File: src/synth_pkg.sv
`default_nettype none

package synth_pkg;

    localparam int VOICES = 8;
    localparam int V_OSC  = 4;                      // oscillators per voice

    // index types follow the default sizes
    typedef logic [$clog2(VOICES)-1:0] voice_t;
    typedef logic [$clog2(V_OSC)-1:0]  osc_t;

    typedef logic [7:0]         key_t;
    typedef logic [7:0]         vel_t;
    typedef logic [7:0]         level_t;
    typedef logic [15:0]        phase_t;
    typedef logic signed [15:0] sample_t;
    typedef logic signed [23:0] acc_t;              // frame sum, headroom for all slots
    typedef logic [13:0]        bend_t;
    typedef logic [6:0]         reg_adr_t;
    typedef logic [7:0]         reg_data_t;

    localparam bend_t BEND_CENTRE = 14'd8192;

    // osc_sel register map, base + slot
    localparam reg_adr_t ADR_DETUNE = 7'd0;
    localparam reg_adr_t ADR_WAVE   = 7'd32;
    localparam reg_adr_t ADR_PAN    = 7'd64;        // 0 left, 1 right

    // env_sel register map
    localparam reg_adr_t ADR_ATTACK  = 7'd0;
    localparam reg_adr_t ADR_RELEASE = 7'd1;

    typedef enum logic [1:0] {
        wave_saw    = 2'd0,
        wave_square = 2'd1,
        wave_tri    = 2'd2
    } wave_e;

endpackage

`default_nettype wire

File: src/synth_if.sv
`timescale 1ns/1ps
`default_nettype none

// one slot of the sweep, copied down the pipeline
interface slot_if;
    logic              slot_valid;
    synth_pkg::voice_t voice;
    synth_pkg::osc_t   osc;
    logic              frame_start;             // slot 0
    logic              frame_end;               // last slot

    modport source  (output slot_valid, voice, osc, frame_start, frame_end);
    modport monitor (input  slot_valid, voice, osc, frame_start, frame_end);
endinterface

// write-only patch register bus
interface cfg_if (
    input wire                       write,
    input wire synth_pkg::reg_adr_t  adr,
    input wire synth_pkg::reg_data_t data,
    input wire                       env_sel,
    input wire                       osc_sel,
    input wire                       com_sel    // no common registers yet
);
    modport osc_cfg (input write, adr, data, osc_sel);
    modport env_cfg (input write, adr, data, env_sel);
endinterface

`default_nettype wire

File: src/env_gen_indexed.sv
`timescale 1ns/1ps
`default_nettype none

module env_gen_indexed #(
    parameter int VOICES = synth_pkg::VOICES
) (
    input  wire                 audio_clk,
    input  wire                 reset,
    slot_if.monitor             slot,
    cfg_if.env_cfg              cfg,
    input  wire [VOICES-1:0]    reg_keys_on,
    output synth_pkg::level_t   level_mul,
    output logic [VOICES-1:0]   voice_free
);

    synth_pkg::level_t level [VOICES];
    synth_pkg::level_t attack_rate;
    synth_pkg::level_t release_rate;
    synth_pkg::voice_t voice_d1;
    synth_pkg::level_t cur;
    synth_pkg::level_t lvl_nxt;
    logic [8:0]        rise;

    always_comb begin
        cur  = level[slot.voice];
        rise = {1'b0, cur} + {1'b0, attack_rate};
        if (reg_keys_on[slot.voice]) begin
            lvl_nxt = rise[8] ? 8'hff : rise[7:0];            // saturate at full scale
        end else begin
            lvl_nxt = (cur > release_rate) ? cur - release_rate : '0;
        end
    end

    always_ff @(posedge audio_clk) begin
        if (reset) begin
            attack_rate  <= '0;
            release_rate <= '0;
        end else if (cfg.write && cfg.env_sel) begin
            if (cfg.adr == synth_pkg::ADR_ATTACK)  attack_rate  <= cfg.data;
            if (cfg.adr == synth_pkg::ADR_RELEASE) release_rate <= cfg.data;
        end
    end

    // one step per voice per frame, on its oscillator-0 slot
    always_ff @(posedge audio_clk) begin
        if (reset) begin
            for (int v = 0; v < VOICES; v++) begin
                level[v] <= '0;
            end
        end else if (slot.slot_valid && slot.osc == '0) begin
            level[slot.voice] <= lvl_nxt;
        end
    end

    // extra stage lines the level up with the osc sample
    always_ff @(posedge audio_clk) begin
        voice_d1  <= slot.voice;
        level_mul <= level[voice_d1];
    end

    always_comb begin
        for (int v = 0; v < VOICES; v++) begin
            voice_free[v] = (level[v] == '0) && !reg_keys_on[v];
        end
    end

endmodule

`default_nettype wire

File: src/mixer.sv
`timescale 1ns/1ps
`default_nettype none

module mixer #(
    parameter int VOICES = synth_pkg::VOICES
) (
    input  wire                     audio_clk,
    input  wire                     reset,
    slot_if.monitor                 slot_d2,
    input  wire synth_pkg::sample_t sample,
    input  wire                     pan,
    input  wire synth_pkg::level_t  level_mul,
    input  wire synth_pkg::vel_t    voice_vel [VOICES],
    output synth_pkg::sample_t      lsound_out,
    output synth_pkg::sample_t      rsound_out,
    output logic                    sample_valid
);

    logic signed [33:0] prod_full;
    synth_pkg::acc_t    prod;
    synth_pkg::acc_t    acc_l;
    synth_pkg::acc_t    acc_r;
    synth_pkg::acc_t    sum_l;
    synth_pkg::acc_t    sum_r;

    function automatic synth_pkg::sample_t sat16(synth_pkg::acc_t a);
        if (a > 24'sd32767)  return 16'sd32767;
        if (a < -24'sd32768) return -16'sd32768;
        return synth_pkg::sample_t'(a);
    endfunction

    always_comb begin
        prod_full = sample * $signed({1'b0, level_mul})
                  * $signed({1'b0, voice_vel[slot_d2.voice]});
        prod      = synth_pkg::acc_t'(prod_full >>> 16);
        // first slot of a frame starts a fresh sum
        sum_l     = (slot_d2.frame_start ? synth_pkg::acc_t'(0) : acc_l)
                  + (pan ? synth_pkg::acc_t'(0) : prod);
        sum_r     = (slot_d2.frame_start ? synth_pkg::acc_t'(0) : acc_r)
                  + (pan ? prod : synth_pkg::acc_t'(0));
    end

    always_ff @(posedge audio_clk) begin
        if (reset) begin
            acc_l        <= '0;
            acc_r        <= '0;
            lsound_out   <= '0;
            rsound_out   <= '0;
            sample_valid <= 1'b0;
        end else begin
            sample_valid <= 1'b0;
            if (slot_d2.slot_valid) begin
                acc_l <= sum_l;
                acc_r <= sum_r;
                if (slot_d2.frame_end) begin        // last slot closes the frame
                    lsound_out   <= sat16(sum_l);
                    rsound_out   <= sat16(sum_r);
                    sample_valid <= 1'b1;
                end
            end
        end
    end

endmodule

`default_nettype wire

File: src/note_key_vel_sync.sv
`timescale 1ns/1ps
`default_nettype none

module note_key_vel_sync #(
    parameter int VOICES = synth_pkg::VOICES
) (
    input  wire                     audio_clk,
    input  wire                     reset,
    input  wire                     frame_start,
    input  wire                     note_on,
    input  wire synth_pkg::voice_t  cur_key_adr,
    input  wire synth_pkg::key_t    cur_key_val,
    input  wire synth_pkg::vel_t    cur_vel_on,
    input  wire [VOICES-1:0]        keys_on,
    output synth_pkg::key_t         voice_key [VOICES],
    output synth_pkg::vel_t         voice_vel [VOICES],
    output logic [VOICES-1:0]       reg_keys_on
);

    synth_pkg::key_t   key_r [VOICES];
    synth_pkg::vel_t   vel_r [VOICES];
    logic [VOICES-1:0] keys_r;

    always_ff @(posedge audio_clk) begin
        if (reset) begin
            keys_r <= '0;
            for (int v = 0; v < VOICES; v++) begin
                key_r[v] <= '0;
                vel_r[v] <= '0;
            end
        end else if (frame_start) begin
            keys_r <= keys_on;
            if (note_on) begin
                key_r[cur_key_adr] <= cur_key_val;
                vel_r[cur_key_adr] <= cur_vel_on;
            end
        end
    end

    // slot 0 already needs this frame's notes, so pass them through on frame start
    always_comb begin
        reg_keys_on = frame_start ? keys_on : keys_r;
        for (int v = 0; v < VOICES; v++) begin
            voice_key[v] = key_r[v];
            voice_vel[v] = vel_r[v];
        end
        if (frame_start && note_on) begin
            voice_key[cur_key_adr] = cur_key_val;
            voice_vel[cur_key_adr] = cur_vel_on;
        end
    end

endmodule

`default_nettype wire

File: src/osc.sv
`timescale 1ns/1ps
`default_nettype none

module osc #(
    parameter int VOICES = synth_pkg::VOICES,
    parameter int V_OSC  = synth_pkg::V_OSC
) (
    input  wire                     audio_clk,
    input  wire                     reset,
    slot_if.monitor                 slot_d1,
    cfg_if.osc_cfg                  cfg,
    input  wire synth_pkg::phase_t  osc_inc,
    output synth_pkg::sample_t      sample,
    output logic                    pan,
    slot_if.source                  slot_d2     // slot fields aligned with sample
);

    localparam int SLOTS = VOICES * V_OSC;

    synth_pkg::phase_t phase   [SLOTS];
    synth_pkg::wave_e  wave    [SLOTS];
    logic              pan_reg [SLOTS];
    int                slot_idx;
    int                wave_idx;
    int                pan_idx;
    synth_pkg::phase_t phase_nxt;

    function automatic synth_pkg::sample_t shape(synth_pkg::wave_e w, synth_pkg::phase_t p);
        synth_pkg::phase_t tri_w;
        tri_w = p[15] ? ~{p[14:0], 1'b0} : {p[14:0], 1'b0};
        case (w)
            synth_pkg::wave_square: return p[15] ? -16'sd16384 : 16'sd16383;
            synth_pkg::wave_tri:    return synth_pkg::sample_t'(tri_w - 16'h8000);
            default:                return synth_pkg::sample_t'(p);     // saw
        endcase
    endfunction

    always_comb begin
        slot_idx  = int'(slot_d1.voice) * V_OSC + int'(slot_d1.osc);
        wave_idx  = int'(cfg.adr) - int'(synth_pkg::ADR_WAVE);
        pan_idx   = int'(cfg.adr) - int'(synth_pkg::ADR_PAN);
        phase_nxt = phase[slot_idx] + osc_inc;
    end

    always_ff @(posedge audio_clk) begin
        if (reset) begin
            for (int i = 0; i < SLOTS; i++) begin
                wave[i]    <= synth_pkg::wave_saw;
                pan_reg[i] <= 1'b0;
            end
        end else if (cfg.write && cfg.osc_sel) begin
            if (wave_idx >= 0 && wave_idx < SLOTS) wave[wave_idx] <= synth_pkg::wave_e'(cfg.data[1:0]);
            if (pan_idx >= 0 && pan_idx < SLOTS)   pan_reg[pan_idx] <= cfg.data[0];
        end
    end

    always_ff @(posedge audio_clk) begin
        if (reset) begin
            for (int i = 0; i < SLOTS; i++) begin
                phase[i] <= '0;
            end
        end else if (slot_d1.slot_valid) begin
            phase[slot_idx] <= phase_nxt;
        end
    end

    always_ff @(posedge audio_clk) begin
        if (reset) begin
            slot_d2.slot_valid  <= 1'b0;
            slot_d2.frame_start <= 1'b0;
            slot_d2.frame_end   <= 1'b0;
        end else begin
            slot_d2.slot_valid  <= slot_d1.slot_valid;
            slot_d2.frame_start <= slot_d1.frame_start;
            slot_d2.frame_end   <= slot_d1.frame_end;
        end
    end

    always_ff @(posedge audio_clk) begin
        sample        <= shape(wave[slot_idx], phase_nxt);   // shape the advanced phase
        pan           <= pan_reg[slot_idx];
        slot_d2.voice <= slot_d1.voice;
        slot_d2.osc   <= slot_d1.osc;
    end

endmodule

`default_nettype wire

File: src/pitch_control.sv
`timescale 1ns/1ps
`default_nettype none

module pitch_control #(
    parameter int VOICES = synth_pkg::VOICES,
    parameter int V_OSC  = synth_pkg::V_OSC
) (
    input  wire                     audio_clk,
    input  wire                     reset,
    slot_if.monitor                 slot,
    cfg_if.osc_cfg                  cfg,
    input  wire synth_pkg::key_t    voice_key [VOICES],
    input  wire synth_pkg::bend_t   pitch_val,
    output synth_pkg::phase_t       osc_inc,
    slot_if.source                  slot_d1     // slot fields aligned with osc_inc
);

    localparam int SLOTS = VOICES * V_OSC;

    logic signed [7:0]  detune [SLOTS];
    int                 wr_idx;
    int                 slot_idx;
    logic signed [14:0] bend_ofs;
    synth_pkg::phase_t  inc_nxt;

    always_comb begin
        wr_idx   = int'(cfg.adr) - int'(synth_pkg::ADR_DETUNE);
        slot_idx = int'(slot.voice) * V_OSC + int'(slot.osc);
        bend_ofs = $signed({1'b0, pitch_val}) - $signed({1'b0, synth_pkg::BEND_CENTRE});
        inc_nxt  = synth_pkg::phase_t'({voice_key[slot.voice], 4'b0000})  // key * 16
                 + synth_pkg::phase_t'(detune[slot_idx])
                 + synth_pkg::phase_t'(bend_ofs >>> 6);                     // wraps
    end

    always_ff @(posedge audio_clk) begin
        if (reset) begin
            for (int i = 0; i < SLOTS; i++) begin
                detune[i] <= '0;
            end
        end else if (cfg.write && cfg.osc_sel && wr_idx >= 0 && wr_idx < SLOTS) begin
            detune[wr_idx] <= $signed(cfg.data);
        end
    end

    always_ff @(posedge audio_clk) begin
        if (reset) begin
            slot_d1.slot_valid  <= 1'b0;
            slot_d1.frame_start <= 1'b0;
            slot_d1.frame_end   <= 1'b0;
        end else begin
            slot_d1.slot_valid  <= slot.slot_valid;
            slot_d1.frame_start <= slot.frame_start;
            slot_d1.frame_end   <= slot.frame_end;
        end
    end

    always_ff @(posedge audio_clk) begin
        osc_inc       <= inc_nxt;
        slot_d1.voice <= slot.voice;
        slot_d1.osc   <= slot.osc;
    end

endmodule

`default_nettype wire

File: src/synth_clk_gen.sv
`timescale 1ns/1ps
`default_nettype none

module synth_clk_gen #(
    parameter int VOICES = synth_pkg::VOICES,
    parameter int V_OSC  = synth_pkg::V_OSC
) (
    input  wire     audio_clk,
    input  wire     reset,
    input  wire     trig,
    slot_if.source  slot,
    output logic    xxxx_zero
);

    localparam int SLOTS = VOICES * V_OSC;
    localparam int CW    = $clog2(SLOTS);

    typedef enum logic {st_idle, st_run} state_e;

    state_e        state;
    logic [CW-1:0] cnt;                          // slot number in the sweep
    logic          last;

    always_ff @(posedge audio_clk) begin
        if (reset) begin
            state <= st_idle;
            cnt   <= '0;
        end else begin
            case (state)
                st_idle: if (trig) begin         // trig during a sweep is dropped
                    state <= st_run;
                    cnt   <= '0;
                end
                st_run: begin
                    if (last) state <= st_idle;
                    else      cnt   <= cnt + 1'b1;
                end
                default: state <= st_idle;
            endcase
        end
    end

    always_comb begin
        last             = (cnt == CW'(SLOTS - 1));
        slot.slot_valid  = (state == st_run);
        slot.voice       = synth_pkg::voice_t'(cnt / V_OSC);
        slot.osc         = synth_pkg::osc_t'(cnt % V_OSC);
        slot.frame_start = (state == st_run) && (cnt == '0);
        slot.frame_end   = (state == st_run) && last;
        xxxx_zero        = (state == st_run) && (cnt == '0);
    end

endmodule

`default_nettype wire

File: src/synth_engine.sv
`timescale 1ns/1ps
`default_nettype none

module synth_engine #(
    parameter int VOICES = synth_pkg::VOICES,
    parameter int V_OSC  = synth_pkg::V_OSC
) (
    input  wire                         audio_clk,
    input  wire                         reset,
    input  wire                         trig,
    // note events
    input  wire [VOICES-1:0]            keys_on,
    input  wire                         note_on,
    input  wire synth_pkg::voice_t      cur_key_adr,
    input  wire synth_pkg::key_t        cur_key_val,
    input  wire synth_pkg::vel_t        cur_vel_on,
    // patch register writes
    input  wire                         write,
    input  wire synth_pkg::reg_adr_t    adr,
    input  wire synth_pkg::reg_data_t   data,
    input  wire                         env_sel,
    input  wire                         osc_sel,
    input  wire                         com_sel,
    input  wire synth_pkg::bend_t       pitch_val,
    output synth_pkg::sample_t          lsound_out,
    output synth_pkg::sample_t          rsound_out,
    output logic                        sample_valid,
    output logic                        xxxx_zero,
    output logic [VOICES-1:0]           voice_free
);

    synth_pkg::key_t    voice_key [VOICES];
    synth_pkg::vel_t    voice_vel [VOICES];
    logic [VOICES-1:0]  reg_keys_on;
    synth_pkg::phase_t  osc_inc;
    synth_pkg::sample_t sample;
    logic               pan;
    synth_pkg::level_t  level_mul;

    slot_if slot ();
    slot_if slot_d1 ();                         // pitch stage
    slot_if slot_d2 ();                         // osc stage

    cfg_if cfg (
        .write   (write),
        .adr     (adr),
        .data    (data),
        .env_sel (env_sel),
        .osc_sel (osc_sel),
        .com_sel (com_sel)
    );

    synth_clk_gen #(.VOICES(VOICES), .V_OSC(V_OSC)) synth_clk_gen_inst (
        .audio_clk (audio_clk),
        .reset     (reset),
        .trig      (trig),
        .slot      (slot.source),
        .xxxx_zero (xxxx_zero)
    );

    note_key_vel_sync #(.VOICES(VOICES)) key_sync_inst (
        .audio_clk   (audio_clk),
        .reset       (reset),
        .frame_start (slot.frame_start),
        .note_on     (note_on),
        .cur_key_adr (cur_key_adr),
        .cur_key_val (cur_key_val),
        .cur_vel_on  (cur_vel_on),
        .keys_on     (keys_on),
        .voice_key   (voice_key),
        .voice_vel   (voice_vel),
        .reg_keys_on (reg_keys_on)
    );

    pitch_control #(.VOICES(VOICES), .V_OSC(V_OSC)) pitch_control_inst (
        .audio_clk (audio_clk),
        .reset     (reset),
        .slot      (slot.monitor),
        .cfg       (cfg.osc_cfg),
        .voice_key (voice_key),
        .pitch_val (pitch_val),
        .osc_inc   (osc_inc),
        .slot_d1   (slot_d1.source)
    );

    osc #(.VOICES(VOICES), .V_OSC(V_OSC)) osc_inst (
        .audio_clk (audio_clk),
        .reset     (reset),
        .slot_d1   (slot_d1.monitor),
        .cfg       (cfg.osc_cfg),
        .osc_inc   (osc_inc),
        .sample    (sample),
        .pan       (pan),
        .slot_d2   (slot_d2.source)
    );

    env_gen_indexed #(.VOICES(VOICES)) env_gen_indexed_inst (
        .audio_clk   (audio_clk),
        .reset       (reset),
        .slot        (slot.monitor),
        .cfg         (cfg.env_cfg),
        .reg_keys_on (reg_keys_on),
        .level_mul   (level_mul),
        .voice_free  (voice_free)
    );

    mixer #(.VOICES(VOICES)) mixer_inst (
        .audio_clk    (audio_clk),
        .reset        (reset),
        .slot_d2      (slot_d2.monitor),
        .sample       (sample),
        .pan          (pan),
        .level_mul    (level_mul),
        .voice_vel    (voice_vel),
        .lsound_out   (lsound_out),
        .rsound_out   (rsound_out),
        .sample_valid (sample_valid)
    );

endmodule

`default_nettype wire

File: config.mk
export PLATFORM = sky130hd
export DESIGN_NAME = synth_engine
export DESIGN_NICKNAME = d
export VERILOG_FILES = /design/src/synth_pkg.sv /design/src/synth_if.sv /design/src/env_gen_indexed.sv /design/src/mixer.sv /design/src/note_key_vel_sync.sv /design/src/osc.sv /design/src/pitch_control.sv /design/src/synth_clk_gen.sv /design/src/synth_engine.sv
export SDC_FILE = /design/constraint.sdc
export NUM_CORES = 2
export LEC_CHECK = 0
export BUFFER_PORTS_ARGS = -buffer_cell sky130_fd_sc_hd__buf_2
export CAP_MARGIN = 20
export CORE_UTILIZATION = 40
export DETAILED_ROUTE_END_ITERATION = 6
export HOLD_SLACK_MARGIN = 0.03
export PLACE_DENSITY = 0.56
export SLEW_MARGIN = 20
export SYNTH_ARGS = -nofsm -noshare
export SYNTH_HDL_FRONTEND = slang
export SYNTH_SLANG_ARGS = --single-unit
export TNS_END_PERCENT = 1
File: constraint.sdc
create_clock -name audio_clk -period 39.5 [get_ports audio_clk]
set_input_delay 5.925 -clock audio_clk [delete_from_list [all_inputs] [get_ports audio_clk]]
set_output_delay 5.925 -clock audio_clk [all_outputs]
set_load 0.01 [all_outputs]
* After elaboration in Yosys (flattened, before gate mapping)
Memory sizes are Yosys's and may differ from the RTL's. A register that Yosys moved wholly into a read port is not among the register bits.
Cells that the tools add are included.
** Storage, ports and cells
- Logic and storage cells :: 226
- Memory bits (writable) :: 1056
- Output and inout bits :: 42
- Bits of input ports :: 64
- Memories kept :: 7
- Flip-flop bits (word level) :: 157
** Memory list
- osc_inst.phase :: depth 32, width 16, read ports 1, clocked after Yosys merged registers in 0, write ports 32, RTL line osc.sv:20 : synth_pkg::phase_t phase [SLOTS];
- pitch_control_inst.detune :: depth 32, width 8, read ports 1, clocked after Yosys merged registers in 0, write ports 32, RTL line pitch_control.sv:20 : logic signed [7:0] detune [SLOTS];
- env_gen_indexed_inst.level :: depth 8, width 8, read ports 10, clocked after Yosys merged registers in 2, write ports 8, RTL line env_gen_indexed.sv:16 : synth_pkg::level_t level [VOICES];
- key_sync_inst.key_r :: depth 8, width 8, read ports 8, clocked after Yosys merged registers in 0, write ports 8, RTL line note_key_vel_sync.sv:20 : synth_pkg::key_t key_r [VOICES];
- key_sync_inst.vel_r :: depth 8, width 8, read ports 8, clocked after Yosys merged registers in 0, write ports 8, RTL line note_key_vel_sync.sv:21 : synth_pkg::vel_t vel_r [VOICES];
- osc_inst.wave :: depth 32, width 2, read ports 1, clocked after Yosys merged registers in 0, write ports 32, RTL line osc.sv:21 : synth_pkg::wave_e wave [SLOTS];
- 1 more memories
** Cells by class
- Mux-type cells :: 104
- Eq/ne operators :: 6
- Reduce and logical (&&, ||, !) cells :: 50
- Multiply operators :: 2
- $add $sub $neg :: 14
- Bitwise gates (word level) :: 6
- Magnitude comparators :: 16
** Operators by type and width (count)
- $mux 16 :: 11
- $bwmux 64 :: 2
- $mux 64 :: 2
- $mux 8 :: 13
- $mux 24 :: 4
- $ge 32x1->1 const B :: 2
- $logic_not 8->1 :: 8
- $lt 32x7->1 const B :: 2
- $mux 1 :: 53
- $add 24x24->24 :: 2
- $bmux 8 s3 :: 2
- $gt 24x16->1 const B :: 2
- $lt 24x16->1 const B :: 2
- $mul 34x9->34 :: 1
- $add 16x16->16 :: 2
- $pmux 16 s2 :: 1
- $reduce_or 8->1 :: 4
- $mux 5 :: 6
- $mul 16x9->25 :: 1
- $demux 8 s3 :: 1
- $logic_and 1x1->1 :: 19
- $not 16->16 :: 1
- $reduce_or 16->1 :: 1
- $sub 16x16->16 const B :: 1
- other kinds (33) :: 55

* Longest topological paths before layout
- Depth in word-level cells :: 24
- Depth in mapped cells :: 59
- Depth with buffers taken out :: 55

* Cells and area by module
From an unflattened synthesis, not the netlist that was laid out.
** Unflattened totals
- Cells, all modules :: 6087
- Area, all modules :: 72313.1 µm²
** By module, submodules not included
- osc :: cells each 2073, area each 28607.4 µm², seq. area each 18758.0 µm², times used 1
- mixer :: cells each 2081, area each 17500.5 µm², seq. area each 1621.6 µm², times used 1
- pitch_control :: cells each 936, area each 13830.8 µm², seq. area each 8167.8 µm², times used 1
- note_key_vel_sync :: cells each 475, area each 6772.7 µm², seq. area each 4003.8 µm², times used 1
- env_gen_indexed :: cells each 483, area each 5275.1 µm², seq. area each 2462.4 µm², times used 1
- synth_clk_gen :: cells each 39, area each 326.6 µm², seq. area each 120.1 µm², times used 1

* Least setup slack after synthesis
Ideal clock, no wire load.
- Path kind :: input -> register
- From :: in cur_key_adr[1]
- To :: reg mixer_inst.rsound_out[14]
- Setup time :: 0.086 ns
- Data arrival time :: 15.741 ns
- Buffers on the path :: 4
- Slack :: 23.674 ns
- Cell stages on the path :: 43
- Data required time :: 39.414 ns
- Cells stage by stage :: and4b_1 or3b_2 buf_2 mux2i_1 mux4_2 mux2i_4 clkbuf_1 nand2_1 fa_1 inv_1 fa_1 fa_1 inv_1 fa_1 inv_1 ha_1 a21o_1 a21o_1 [... 7 more ...] and2_1 ha_1 a21o_1 a21o_1 a21o_1 a21oi_1 nor3b_1 a21oi_1 o221a_2 a221o_1 clkbuf_1 or4_1 mux2i_1 a2111oi_4 o211ai_2 buf_4 nand2_1 a211oi_1
** Between the ends
- Word-level cells in the longest chain between the ends :: 21
- Elaborated cells on any way between the ends :: 28
- Classes of those cells :: add/sub: 1; mul: 1; order compare: 4; mux: 20; bitwise: 1; reduce/logical: 1
** RTL lines
- start, declared :: RTL line synth_engine.sv:14 : input wire synth_pkg::voice_t cur_key_adr,
- $not 3->4 (not written as such) * :: RTL line note_key_vel_sync.sv:49 : voice_vel[cur_key_adr] = cur_vel_on;
- $ge 4x4->1 (not written as such) / $lt 4x1->1 (equally long branches) :: RTL line note_key_vel_sync.sv:49
- $logic_and 1x1->1 (not written as such) :: RTL line note_key_vel_sync.sv:49
- $mux 8 (not written as such) :: RTL line note_key_vel_sync.sv:49
- $demux 8 s3 * :: RTL line note_key_vel_sync.sv:49
- $bwmux 64 * :: RTL line note_key_vel_sync.sv:49
- $mux 64 * :: RTL line note_key_vel_sync.sv:47 : if (frame_start && note_on) begin
- $bmux 8 s3 * :: RTL line mixer.sv:34 : * $signed({1'b0, voice_vel[slot_d2.voice]});
- [... 4 more ...]
- $add 24x24->24 * :: RTL line mixer.sv:40 : + (pan ? prod : synth_pkg::acc_t'(0));
- $lt 24x16->1 :: RTL line mixer.sv:28 : if (a < -24'sd32768) return -16'sd32768;
- $mux 1 (2 in series) :: RTL line mixer.sv:28
- $mux 1 :: RTL line mixer.sv:55 : if (slot_d2.frame_end) begin
- $mux 1 :: RTL line mixer.sv:52 : if (slot_d2.slot_valid) begin
- $mux 1 :: RTL line mixer.sv:44 : if (reset) begin
- $mux 16 :: RTL line mixer.sv:29 : return synth_pkg::sample_t'(a);
- $mux 16 * :: RTL line mixer.sv:28
- end signal, assigned :: RTL line mixer.sv:57 : rsound_out <= sat16(sum_r);
- end, declared :: RTL line mixer.sv:15 : output synth_pkg::sample_t rsound_out,
Every way passes the cells marked *; elsewhere a longest branch is shown, timed or not. The select of a mux whose other input is x is not followed.
A chain may end at the register's enable or synchronous reset.

* Worst setup path after layout
- From :: in cur_key_adr[2]
- To :: reg mixer_inst.rsound_out[0]
The elaborated chain is that of the path after synthesis.

==> impl_metrics.toml <==
[grt]
globalRouteOverflowTotal = 0
grt_usage = 0.209
grt_pass1_vias = 45679
antenna_found_initial = 2
grt_max_degree = 111
grt_pass1_wl_mm = 285

[floorplan]
dieArea_um2 = 178000
placementRows = 153
core_um2 = 175000
start_util = 0.405
pin_count = 106
die_h_um = 422
die_x_um = 422

[yosys]
async_reset_ff_frac = 0
synthesis.nets = 6535
synth_ff_type = "edfxtp_1"
syn_inst = 5986
synth_cell_types = 86
ys_seq_area_frac = 0.496
synth-edff-count = 1056
syn_area_um2 = 70700
syn_avg_cell_area_um2 = 11.8
yosys_warnings = 0
synth-seq-cells = 1225

[setup_path]
critical_path_peak_fanout = 28
critPathRequiredTime_ps = 40140
cpMostUsedCell = "fa_1"
crit_slowest_cell = "mux2i_4"
critPathMaxStageDelay_ps = 780
crit_family = "compound AO/OA/AOI/OAI gates"
cp-start-kind = "input pin"
critical_path_class = "input pin to flip-flop"
end_kind = "flip-flop"
cp.arrival_ps = 18230
worst-path-buf-inv = 2

[timing]
finalSetupViolations = 0
worst_pin_slew_ps = 1220
fmax_mhz = 56.9
slew_headroom = 0.183
fin_skew_ps = 61.3
period_minus_slack_ps = 17590
fin_setup_tns_ps = 0
hold_violations = 0
rsz0062_at_grt = "false"
slew_violations = 0
period_share = 0.445

[cts]
clk_latency_ps = 790
clkTransAtPathRegs_ps = 60
cts_tree = "yes"
cts.sinks = 1225
htreeDepth = 4
cts-root-buf = "clkbuf_16"
cts_resized = 0
post_cts_buffers = 0
clockBufferDepth = 3
cts_made_buffers = 137
hold_buffers = 0

[layout]
top_regs = "osc_inst.phase: 512 flops, pitch_control_inst.detune: 256 flops"
largest_reg_flops = 512
top_register = "osc_inst.phase"
areaGrowthSynthToFinish_pct = 10.2
mostFrequentLayoutCells = "edfxtp_1, nor2_1, inv_1, and3_1, nand2_1"
drive_gt1_frac = 0.127
layout_commonest_cell = "edfxtp_1"
final_nets = 6440

[status]
status = "completed"

[routing]
num_vias = 45595
drt_iter0_markers = 4083
wl_per_cell_um = 22.7
drt_wl_total_mm = 189
viasPerCell = 5.48
ant_nets = 0
dr.pass1.iters = 5
remaining_drc_errors = 0

[hold_path]
hp-class = "flip-flop to flip-flop"

[placement]
gp_congestion = 0.846
io_buffer_count = 98
dp_hpwl_mm = 124

[job]
drv_cap = 0
-- routing by layer --
metal	up-vias	track usage	wire, µm
li1	21022	-	-
met1	23062	0.285	82400
met2	1230	0.348	91600
met3	281	0.0246	9350
met4	0	0.0646	5770
met5	-	0	0
-- Yosys cell counts, types with 137 or more instances --
| master | count | area (µm²) |
|---|---|---|
| ha_1 | 231 | 2890 |
| fa_1 | 254 | 5080 |
| edfxtp_1 | 1056 | 31700 |
| nand2_1 | 335 | 1260 |
| and3_1 | 411 | 2570 |
| nor2_1 | 749 | 2810 |
| clkbuf_1 | 387 | 1450 |
| mux2i_1 | 137 | 1370 |
| mux4_2 | 260 | 5860 |
| a21o_1 | 151 | 1130 |
| inv_1 | 448 | 1680 |
| and2_1 | 303 | 1900 |
| dfxtp_1 | 169 | 3380 |
-- path summary, 6_finish.rpt --
| check | start | endpoint | slack [ps] | cells past startpoint |
|---|---|---|---|---|
| max | cur_key_adr[2] | mixer_inst.rsound_out[0] | 21910 | 36 |
| min | pitch_control_inst.slot_d1.frame_start | osc_inst.slot_d2.frame_start | 460 | 1 |
| max reg2reg | env_gen_indexed_inst.level_mul[0] | mixer_inst.rsound_out[0] | 24820 | 53 |
| min reg2reg | pitch_control_inst.slot_d1.frame_start | osc_inst.slot_d2.frame_start | 460 | 1 |
-- worst reg2reg max path: cells and delay by family (launching register included) --
| kind | cells | cell delay, ps |
|---|---|---|
| compound gates | 25 | 6430 |
| fa+ha+maj | 11 | 4830 |
| simple gates | 8 | 1620 |
| flops | 1 | 750 |
| xor+xnor | 2 | 500 |
| buf+inv | 6 | 300 |
| mux | 1 | 100 |
-- through the flow --
| stage | util | setup slack [ps] | instances | instance area (µm²) | hold slack (ps) |
|---|---|---|---|---|---|
| detailed placement | 0.421 | 21070 | 8076 | 73600 | 465 |
| global placement | 0.421 | 21070 | 8076 | 73500 | 463 |
| global route | 0.446 | 21000 | 8321 | 77900 | 477 |
| floorplan | - | 23670 | 5986 | 70700 | 354 |
| finish | 0.446 | 21910 | 8324 | 77900 | 457 |
| CTS | 0.446 | 21810 | 8319 | 77900 | 467 |
-- layout make-up --
type                            count  area [µm²]
Clock buffer                      191        3840
Inverter                          448        1680
Sequential cell                  1225       35100
Fill cell                       15959       96900
Timing Repair Buffer              209        1330
Multi-Input combinational cell   3870       32500
Antenna cell                        4        10.0
Tap cell                         2325        2910
Clock inverter                     52         484
-- cell families (layout without fill, tap and decap cells) --
| family | after synthesis | in the layout | synth area share |
|---|---|---|---|
| flops | 1225 | 1225 | 0.496 |
| xor+xnor | 152 | 152 | 0.0192 |
| compound gates | 644 | 644 | 0.0635 |
| simple gates | 2166 | 2166 | 0.154 |
| fa+ha+maj | 485 | 485 | 0.113 |
| mux | 423 | 423 | 0.107 |
| buf+inv | 891 | 900 | 0.0478 |
| other cells | 0 | 4 | 0 |
Power is not shown: default switching activity piles up to over one toggle a cycle in this logic, so the estimate is an artifact.
